File: src/rtl/kitchen_pkg.sv
package kitchen_pkg;

   ////////////////////////////////////////
   // game phase codes
   ////////////////////////////////////////

   typedef enum logic [2:0] {
      WELCOME = 3'd0,
      START   = 3'd1,
      PLAY    = 3'd2,
      PAUSE   = 3'd3,
      FINISH  = 3'd4
   } game_phase_t;

   ////////////////////////////////////////
   // shared widths
   ////////////////////////////////////////

   typedef logic [8:0] coord_t;      // one x or y position
   typedef logic [1:0] player_id_t;  // also used for player count minus one
   typedef logic [7:0] seconds_t;    // seconds left in a round
   typedef logic [6:0] segments_t;   // bit 0 is segment a

   // active-high patterns, index is the hex digit
   localparam segments_t HEX_SEGMENTS [16] = '{
      7'h3F, 7'h06, 7'h5B, 7'h4F,
      7'h66, 7'h6D, 7'h7D, 7'h07,
      7'h7F, 7'h6F, 7'h77, 7'h7C,
      7'h39, 7'h5E, 7'h79, 7'h71
   };

endpackage

File: src/rtl/button_debounce.sv
`timescale 1ns/1ps

module button_debounce #(
   parameter int SETTLE_CYCLES = 1_000_000
) (
   input  logic clk_in,
   input  logic reset_in,
   input  logic noisy,
   output logic clean
);

   localparam int CNT_W = $clog2(SETTLE_CYCLES + 1);

   logic             sample;      // last raw input seen
   logic [CNT_W-1:0] stable_cnt;  // cycles the sample has held

   always_ff @(posedge clk_in) begin
      if (reset_in) begin
         sample     <= noisy;
         clean      <= noisy;  // no settle wait out of reset
         stable_cnt <= '0;
      end else if (noisy != sample) begin
         sample     <= noisy;
         stable_cnt <= '0;     // bounce, start over
      end else if (stable_cnt == CNT_W'(SETTLE_CYCLES)) begin
         clean <= sample;
      end else begin
         stable_cnt <= stable_cnt + 1'b1;
      end
   end

   ////////////////////////////////////////
   // checks
   ////////////////////////////////////////

   // output only ever moves to a value that was held in the sample
   a_clean_from_sample: assert property (
      @(posedge clk_in) disable iff (reset_in)
      (!$past(reset_in) && clean != $past(clean)) |-> clean == $past(sample)
   );

endmodule

File: src/rtl/game_phase_fsm.sv
`timescale 1ns/1ps

module game_phase_fsm (
   input  logic                     clk_in,
   input  logic                     reset_in,
   input  logic                     chop,
   input  logic                     pause_switch,
   input  logic                     time_up,
   output kitchen_pkg::game_phase_t phase
);

   import kitchen_pkg::*;

   game_phase_t phase_next;
   logic        chop_prev;  // last chop level
   logic        chop_edge;

   assign chop_edge = chop & ~chop_prev;

   ////////////////////////////////////////
   // next phase
   ////////////////////////////////////////

   always_comb begin
      phase_next = phase;
      case (phase)
         WELCOME: begin
            if (chop_edge) phase_next = START;
         end
         START: begin
            if (chop_edge) phase_next = PLAY;
         end
         PLAY: begin
            // running out of time beats a pause request
            if (time_up) begin
               phase_next = FINISH;
            end else if (pause_switch) begin
               phase_next = PAUSE;
            end
         end
         PAUSE: begin
            if (!pause_switch) phase_next = PLAY;
         end
         FINISH: begin
            if (chop_edge) phase_next = WELCOME;  // back for another round
         end
         default: phase_next = WELCOME;
      endcase
   end

   always_ff @(posedge clk_in) begin
      if (reset_in) begin
         phase     <= WELCOME;
         chop_prev <= 1'b0;
      end else begin
         phase     <= phase_next;
         chop_prev <= chop;
      end
   end

   ////////////////////////////////////////
   // checks
   ////////////////////////////////////////

   a_phase_legal: assert property (
      @(posedge clk_in) disable iff (reset_in)
      phase inside {WELCOME, START, PLAY, PAUSE, FINISH}
   );

endmodule

File: src/rtl/round_timer.sv
`timescale 1ns/1ps

module round_timer #(
   parameter int ROUND_SECONDS    = 120,
   parameter int TICKS_PER_SECOND = 60
) (
   input  logic                     clk_in,
   input  logic                     reset_in,
   input  kitchen_pkg::game_phase_t phase,
   input  logic                     frame_tick,
   output kitchen_pkg::seconds_t    time_left,
   output logic                     time_up
);

   import kitchen_pkg::*;

   localparam int TICK_W = $clog2(TICKS_PER_SECOND + 1);

   logic              restart;     // hold at full time
   logic              run;         // counting down
   logic [TICK_W-1:0] tick_count;  // frame ticks into this second

   assign restart = (phase == WELCOME) || (phase == START);
   assign run     = (phase == PLAY);
   assign time_up = (time_left == '0);

   always_ff @(posedge clk_in) begin
      if (reset_in) begin
         time_left  <= seconds_t'(ROUND_SECONDS);
         tick_count <= '0;
      end else if (restart) begin
         time_left  <= seconds_t'(ROUND_SECONDS);
         tick_count <= '0;
      end else if (run && frame_tick) begin
         if (tick_count == TICK_W'(TICKS_PER_SECOND - 1)) begin
            tick_count <= '0;
            if (time_left != '0) begin
               time_left <= time_left - 1'b1;  // one second gone
            end
         end else begin
            tick_count <= tick_count + 1'b1;
         end
      end
      // pause and finish just hold
   end

   ////////////////////////////////////////
   // checks
   ////////////////////////////////////////

   a_time_in_range: assert property (
      @(posedge clk_in) disable iff (reset_in)
      time_left <= seconds_t'(ROUND_SECONDS)
   );

endmodule

File: src/rtl/opponent_select.sv
`timescale 1ns/1ps

module opponent_select (
   input  logic                    clk_in,
   input  logic                    reset_in,
   input  kitchen_pkg::player_id_t player_id,
   input  kitchen_pkg::player_id_t num_players,
   input  kitchen_pkg::coord_t     player0_x,
   input  kitchen_pkg::coord_t     player0_y,
   input  kitchen_pkg::coord_t     player1_x,
   input  kitchen_pkg::coord_t     player1_y,
   input  kitchen_pkg::coord_t     player2_x,
   input  kitchen_pkg::coord_t     player2_y,
   input  kitchen_pkg::coord_t     player3_x,
   input  kitchen_pkg::coord_t     player3_y,
   output kitchen_pkg::coord_t     opponent_a_x,
   output kitchen_pkg::coord_t     opponent_a_y,
   output kitchen_pkg::coord_t     opponent_b_x,
   output kitchen_pkg::coord_t     opponent_b_y,
   output kitchen_pkg::coord_t     opponent_c_x,
   output kitchen_pkg::coord_t     opponent_c_y
);

   import kitchen_pkg::*;

   coord_t pos_x [4];
   coord_t pos_y [4];
   coord_t sel_x [3];  // slots a, b, c
   coord_t sel_y [3];

   assign pos_x = '{player0_x, player1_x, player2_x, player3_x};
   assign pos_y = '{player0_y, player1_y, player2_y, player3_y};

   // walk ids upward, packing the other active players into the slots
   always_comb begin
      int slot;
      slot = 0;
      for (int s = 0; s < 3; s++) begin
         sel_x[s] = '0;
         sel_y[s] = '0;
      end
      for (int id = 0; id < 4; id++) begin
         if (id <= int'(num_players) && id != int'(player_id) && slot < 3) begin
            sel_x[slot] = pos_x[id];
            sel_y[slot] = pos_y[id];
            slot++;
         end
      end
   end

   always_ff @(posedge clk_in) begin
      if (reset_in) begin
         opponent_a_x <= '0;
         opponent_a_y <= '0;
         opponent_b_x <= '0;
         opponent_b_y <= '0;
         opponent_c_x <= '0;
         opponent_c_y <= '0;
      end else begin
         opponent_a_x <= sel_x[0];
         opponent_a_y <= sel_y[0];
         opponent_b_x <= sel_x[1];
         opponent_b_y <= sel_y[1];
         opponent_c_x <= sel_x[2];
         opponent_c_y <= sel_y[2];
      end
   end

endmodule

File: src/rtl/status_display.sv
`timescale 1ns/1ps

module status_display #(
   parameter int SCAN_CYCLES = 100_000
) (
   input  logic                     clk_in,
   input  logic                     reset_in,
   input  kitchen_pkg::game_phase_t phase,
   input  kitchen_pkg::seconds_t    time_left,
   output kitchen_pkg::segments_t   cathodes,
   output logic [7:0]               anodes
);

   import kitchen_pkg::*;

   localparam int SCAN_W = $clog2(SCAN_CYCLES + 1);

   logic [31:0]       disp_word;   // eight hex digits
   logic [7:0]        digit_sel;   // one-hot, bit 0 is digit 0
   logic [SCAN_W-1:0] scan_count;
   logic [3:0]        nibble;      // value of the lit digit
   segments_t         seg_on;

   ////////////////////////////////////////
   // display contents
   ////////////////////////////////////////

   // digit 7 phase, digits 1..0 time left, the rest zero
   assign disp_word = {1'b0, phase, 20'h0_0000, time_left};

   always_comb begin
      nibble = disp_word[3:0];
      for (int d = 1; d < 8; d++) begin
         if (digit_sel[d]) nibble = disp_word[4*d +: 4];
      end
   end

   assign seg_on   = HEX_SEGMENTS[nibble];
   assign cathodes = ~seg_on;     // active low
   assign anodes   = ~digit_sel;  // active low

   ////////////////////////////////////////
   // digit scan
   ////////////////////////////////////////

   always_ff @(posedge clk_in) begin
      if (reset_in) begin
         digit_sel  <= 8'b0000_0001;
         scan_count <= '0;
      end else if (scan_count == SCAN_W'(SCAN_CYCLES)) begin
         scan_count <= '0;
         digit_sel  <= {digit_sel[6:0], digit_sel[7]};  // next digit up
      end else begin
         scan_count <= scan_count + 1'b1;
      end
   end

   ////////////////////////////////////////
   // checks
   ////////////////////////////////////////

   // exactly one digit lit at all times
   a_sel_onehot: assert property (
      @(posedge clk_in) disable iff (reset_in)
      $onehot(digit_sel)
   );

endmodule

File: src/rtl/kitchen_station.sv
`timescale 1ns/1ps

module kitchen_station #(
   parameter int SETTLE_CYCLES    = 1_000_000,
   parameter int ROUND_SECONDS    = 120,
   parameter int TICKS_PER_SECOND = 60,
   parameter int SCAN_CYCLES      = 100_000
) (
   input  logic                     clk_in,
   input  logic                     reset_in,
   input  logic                     chop_button,
   input  logic                     pause_switch,
   input  logic                     frame_tick,   // once per video frame
   input  kitchen_pkg::player_id_t  player_id,
   input  kitchen_pkg::player_id_t  num_players,  // count minus one
   input  kitchen_pkg::coord_t      player0_x,
   input  kitchen_pkg::coord_t      player0_y,
   input  kitchen_pkg::coord_t      player1_x,
   input  kitchen_pkg::coord_t      player1_y,
   input  kitchen_pkg::coord_t      player2_x,
   input  kitchen_pkg::coord_t      player2_y,
   input  kitchen_pkg::coord_t      player3_x,
   input  kitchen_pkg::coord_t      player3_y,
   output kitchen_pkg::game_phase_t game_phase,
   output kitchen_pkg::seconds_t    time_left,
   output kitchen_pkg::coord_t      opponent_a_x,
   output kitchen_pkg::coord_t      opponent_a_y,
   output kitchen_pkg::coord_t      opponent_b_x,
   output kitchen_pkg::coord_t      opponent_b_y,
   output kitchen_pkg::coord_t      opponent_c_x,
   output kitchen_pkg::coord_t      opponent_c_y,
   output kitchen_pkg::segments_t   cathodes,
   output logic [7:0]               anodes
);

   logic chop_clean;  // settled chop level
   logic time_up;     // round clock at zero

   ////////////////////////////////////////
   // game control
   ////////////////////////////////////////

   button_debounce #(.SETTLE_CYCLES(SETTLE_CYCLES)) i_chop_debounce (
      .clk_in(clk_in), .reset_in(reset_in),
      .noisy(chop_button), .clean(chop_clean)
   );

   game_phase_fsm i_phase_fsm (
      .clk_in(clk_in), .reset_in(reset_in),
      .chop(chop_clean), .pause_switch(pause_switch), .time_up(time_up),
      .phase(game_phase)
   );

   round_timer #(
      .ROUND_SECONDS(ROUND_SECONDS),
      .TICKS_PER_SECOND(TICKS_PER_SECOND)
   ) i_round_timer (
      .clk_in(clk_in), .reset_in(reset_in),
      .phase(game_phase), .frame_tick(frame_tick),
      .time_left(time_left), .time_up(time_up)
   );

   // positions for the collision checks
   opponent_select i_opponent_select (
      .clk_in(clk_in), .reset_in(reset_in),
      .player_id(player_id), .num_players(num_players),
      .player0_x(player0_x), .player0_y(player0_y),
      .player1_x(player1_x), .player1_y(player1_y),
      .player2_x(player2_x), .player2_y(player2_y),
      .player3_x(player3_x), .player3_y(player3_y),
      .opponent_a_x(opponent_a_x), .opponent_a_y(opponent_a_y),
      .opponent_b_x(opponent_b_x), .opponent_b_y(opponent_b_y),
      .opponent_c_x(opponent_c_x), .opponent_c_y(opponent_c_y)
   );

   ////////////////////////////////////////
   // status digits
   ////////////////////////////////////////

   status_display #(.SCAN_CYCLES(SCAN_CYCLES)) i_status_display (
      .clk_in(clk_in), .reset_in(reset_in),
      .phase(game_phase), .time_left(time_left),
      .cathodes(cathodes), .anodes(anodes)
   );

endmodule

File: config.mk
export PLATFORM = sky130hd
export DESIGN_NAME = kitchen_station
export DESIGN_NICKNAME = d
export VERILOG_FILES = /design/src/rtl/kitchen_pkg.sv /design/src/rtl/button_debounce.sv /design/src/rtl/game_phase_fsm.sv /design/src/rtl/round_timer.sv /design/src/rtl/opponent_select.sv /design/src/rtl/status_display.sv /design/src/rtl/kitchen_station.sv
export SDC_FILE = /design/constraint.sdc
export NUM_CORES = 1
export LEC_CHECK = 0
export BUFFER_PORTS_ARGS = -buffer_cell sky130_fd_sc_hd__buf_4
export CAP_MARGIN = 20
export CORE_UTILIZATION = 31
export CTS_CLUSTER_DIAMETER = 40
export DETAILED_ROUTE_END_ITERATION = 7
export PLACE_DENSITY = 0.61
export SYNTH_ARGS = -nofsm -noshare
export SYNTH_HDL_FRONTEND = slang
export SYNTH_SLANG_ARGS = --single-unit
File: constraint.sdc
create_clock -name clk_in -period 4.3 [get_ports clk_in]
set_input_delay 0.215 -clock clk_in [delete_from_list [all_inputs] [get_ports clk_in]]
set_output_delay 0.215 -clock clk_in [all_outputs]
set_load 0.05 [all_outputs]
==> impl_metrics.json <==
{
  "fin_tns_setup_ps": 0,
  "die-area_sq_um": 17580,
  "max_freq_mhz": 329.7,
  "cap_violations": 0,
  "cp-end-kind": "output port",
  "finalHoldViolCount": 0,
  "synth_ff_type": "dfxtp_1",
  "synth_cell_types": 57,
  "postSynthAreaPerCell_sq_um": 8.945,
  "die_y_um": 132.6,
  "slew-limit-headroom_pct": 44.76,
  "tightest_slew_ps": 828.6,
  "clock_latency_ps": 410,
  "nets": 836,
  "cp-start-kind": "flip-flop",
  "synth.top_cells.by_area": "dfxtp_1 44%, a22oi_1 7.8%, nor2_1 7.6%, xnor2_1 3.3%, ha_1 3.1%",
  "grt_pass1_wl_mm": 23.87,
  "rsz0062_at_grt": "no",
  "ant_nets": 0,
  "layout_commonest_cell": "buf_4",
  "power_mw": 2.942,
  "finalInstanceArea_sq_um": 7282,
  "clock_path_buffers": 2,
  "gp_congestion": 0.8411,
  "path_cells": "nor4_1 > a32o_1 > inv_1 > ha_1 > mux2_2 > o221a_2 > buf_4",
  "drive_gt1_share_pct": 28.12,
  "port_buffers": 160,
  "clkSlewWorstSetupHoldPaths_ps": 50,
  "power_leakage_nw": 2.983,
  "coreArea_sq_um": 16640,
  "crit_arrival_ps": 2820,
  "vias": 4913,
  "cts_hold_buf": 0,
  "synth_edf_count": 2,
  "initial_utilization_pct": 31.76,
  "cts_buffers": 17,
  "tritoncts": "built",
  "drtIter0Drc": 262,
  "ioPinCount": 161,
  "critPathKind": "reg2out",
  "cts_sinks": 119,
  "synth_top_area_share_pct": 44.31,
  "place_area_sq_um": 6674,
  "root_buffer": "clkbuf_16",
  "antenna_found_initial": 0,
  "synth_seq_area_share_pct": 45.44,
  "slew_viol_final": 0,
  "vias_per_cell": 5.044,
  "critPathMaxStageDelay_ps": 680,
  "syn_inst": 591,
  "critical_path_buf_inv_count": 2,
  "cpMaxStageDelayCell": "nor4_1",
  "synth-seq-cells": 119,
  "synthArstFlopShare_pct": 0,
  "crit_path_max_fanout": 5,
  "path_delay_family": "simple AND/OR/NAND/NOR gates",
  "die_w_um": 132.6,
  "grt-ovfl-total": 0,
  "post_cts.repair.setup_buffers": 0,
  "period_share_pct": 70.53,
  "wl_per_cell_um": 15.22,
  "yosys_warnings": 0,
  "grt_use_total_pct": 17.05,
  "grt_pass1_vias": 4896,
  "fp-row-count": 47,
  "final_cell_mix": "165 x buf_4, 117 x dfxtp_1, 107 x nor2_1, 55 x a22oi_1, 30 x inv_1",
  "dpl.hpwl_mm": 10.64,
  "wl_mm": 14.83,
  "outcome": "finished clean",
  "htree_num_levels": 4,
  "ir_worst_vdd_v": 0.0002815,
  "yosysTopAreaCell": "dfxtp_1",
  "first_pass_iters": 4,
  "grt_max_degree": 74,
  "post_cts_resized": 0,
  "num_antenna_cells": 0,
  "p_per_area_nw_per_um2": 404.1,
  "final-setup-viol-count": 0,
  "drc": 0,
  "synth_area_sq_um": 5286,
  "fin_skew_ps": 5.298,
  "fin_crit_ps": 3033,
  "syn_to_final_growth_pct": 37.75,
  "hp-class": "in2reg",
  "synth_nets": 685,
  "cp_data_required_time_ps": 4090
}
## power by group
group          switching (mW)  internal, mW
combinational           0.201         0.122
sequential             0.0186          1.14
clock                   0.490         0.969
## final timing paths
| check | from | end | slack, ps | cells after the start |
|---|---|---|---|---|
| setup / recovery | i_status_display.digit_sel[2]$_SDFFE_PP0P_ | cathodes[3] | 1270 | 7 |
| hold / removal | chop_button | i_chop_debounce.sample$_DFFE_PP_ | 20 | 1 |
| setup reg to reg | i_status_display.scan_count[0]$_SDFF_PP0_ | i_status_display.scan_count[12]$_SDFF_PP0_ | 1980 | 6 |
| hold reg to reg | i_status_display.scan_count[0]$_SDFF_PP0_ | i_status_display.scan_count[0]$_SDFF_PP0_ | 480 | 1 |
## metal layers
metal,global-route usage [%],vias to the layer above,routed length (um)
met5,0,-,0
met1,20.21,2302,6724
met2,28.48,158,6916
met3,5.709,20,969
met4,6.386,0,216
li1,-,2433,-
## cells in the mapped netlist, types with 9 or more instances
| cell type | count |
|---|---|
| clkbuf_1 | 27 |
| nand3_1 | 18 |
| inv_1 | 30 |
| xnor2_1 | 20 |
| nand2_1 | 15 |
| o21ai_0 | 9 |
| ha_1 | 13 |
| a21oi_1 | 16 |
| mux2i_1 | 11 |
| nand4_1 | 17 |
| xor2_1 | 12 |
| nor2_1 | 107 |
| nor3_1 | 13 |
| dfxtp_1 | 117 |
| a22oi_1 | 55 |
## metrics by stage
stage	worst slack, ps	util, %	std cells	hold slack [ps]
after global placement	1785	40.10	943	438.8
final	1267	43.76	974	18.66
after CTS	1228	43.76	974	9.155
after detailed placement	1680	40.10	943	439.3
after floorplan	724.4	-	591	313.9
after global routing	1088	43.76	974	15.89
## flip-flops by register name, indices dropped and copies added (netlist names), 6 cells and up
signal,count
i_opponent_select.opponent_a_x,9
i_opponent_select.opponent_b_x,9
i_status_display.scan_count,17
i_chop_debounce.stable_cnt,20
i_opponent_select.opponent_c_y,9
i_round_timer.time_left,8
i_opponent_select.opponent_a_y,9
i_round_timer.tick_count,6
i_status_display.digit_sel,8
i_opponent_select.opponent_b_y,9
i_opponent_select.opponent_c_x,9
## cell families (layout without fill, tap and decap cells)
logic type / after synthesis / in the layout / share of synthesized area (%)
fa+ha+maj: 13 / 13 / 3.077
xor+xnor: 32 / 32 / 5.302
simple gates: 231 / 231 / 21.99
compound gates: 117 / 117 / 16.52
mux: 16 / 16 / 3.148
buf+inv: 63 / 226 / 4.521
flops: 119 / 119 / 45.44
## area by class of cell
type | count | area, sq um
inverters | 30 | 112.6
clock buffers | 24 | 491.7
multi-input cells | 409 | 2645
repair buffers | 165 | 1239
fillers | 1689 | 9360
well taps | 220 | 275.3
flip-flops and latches | 119 | 2402
clock inverters | 7 | 116.4
Note: power is estimated with default switching activity, not from simulation.
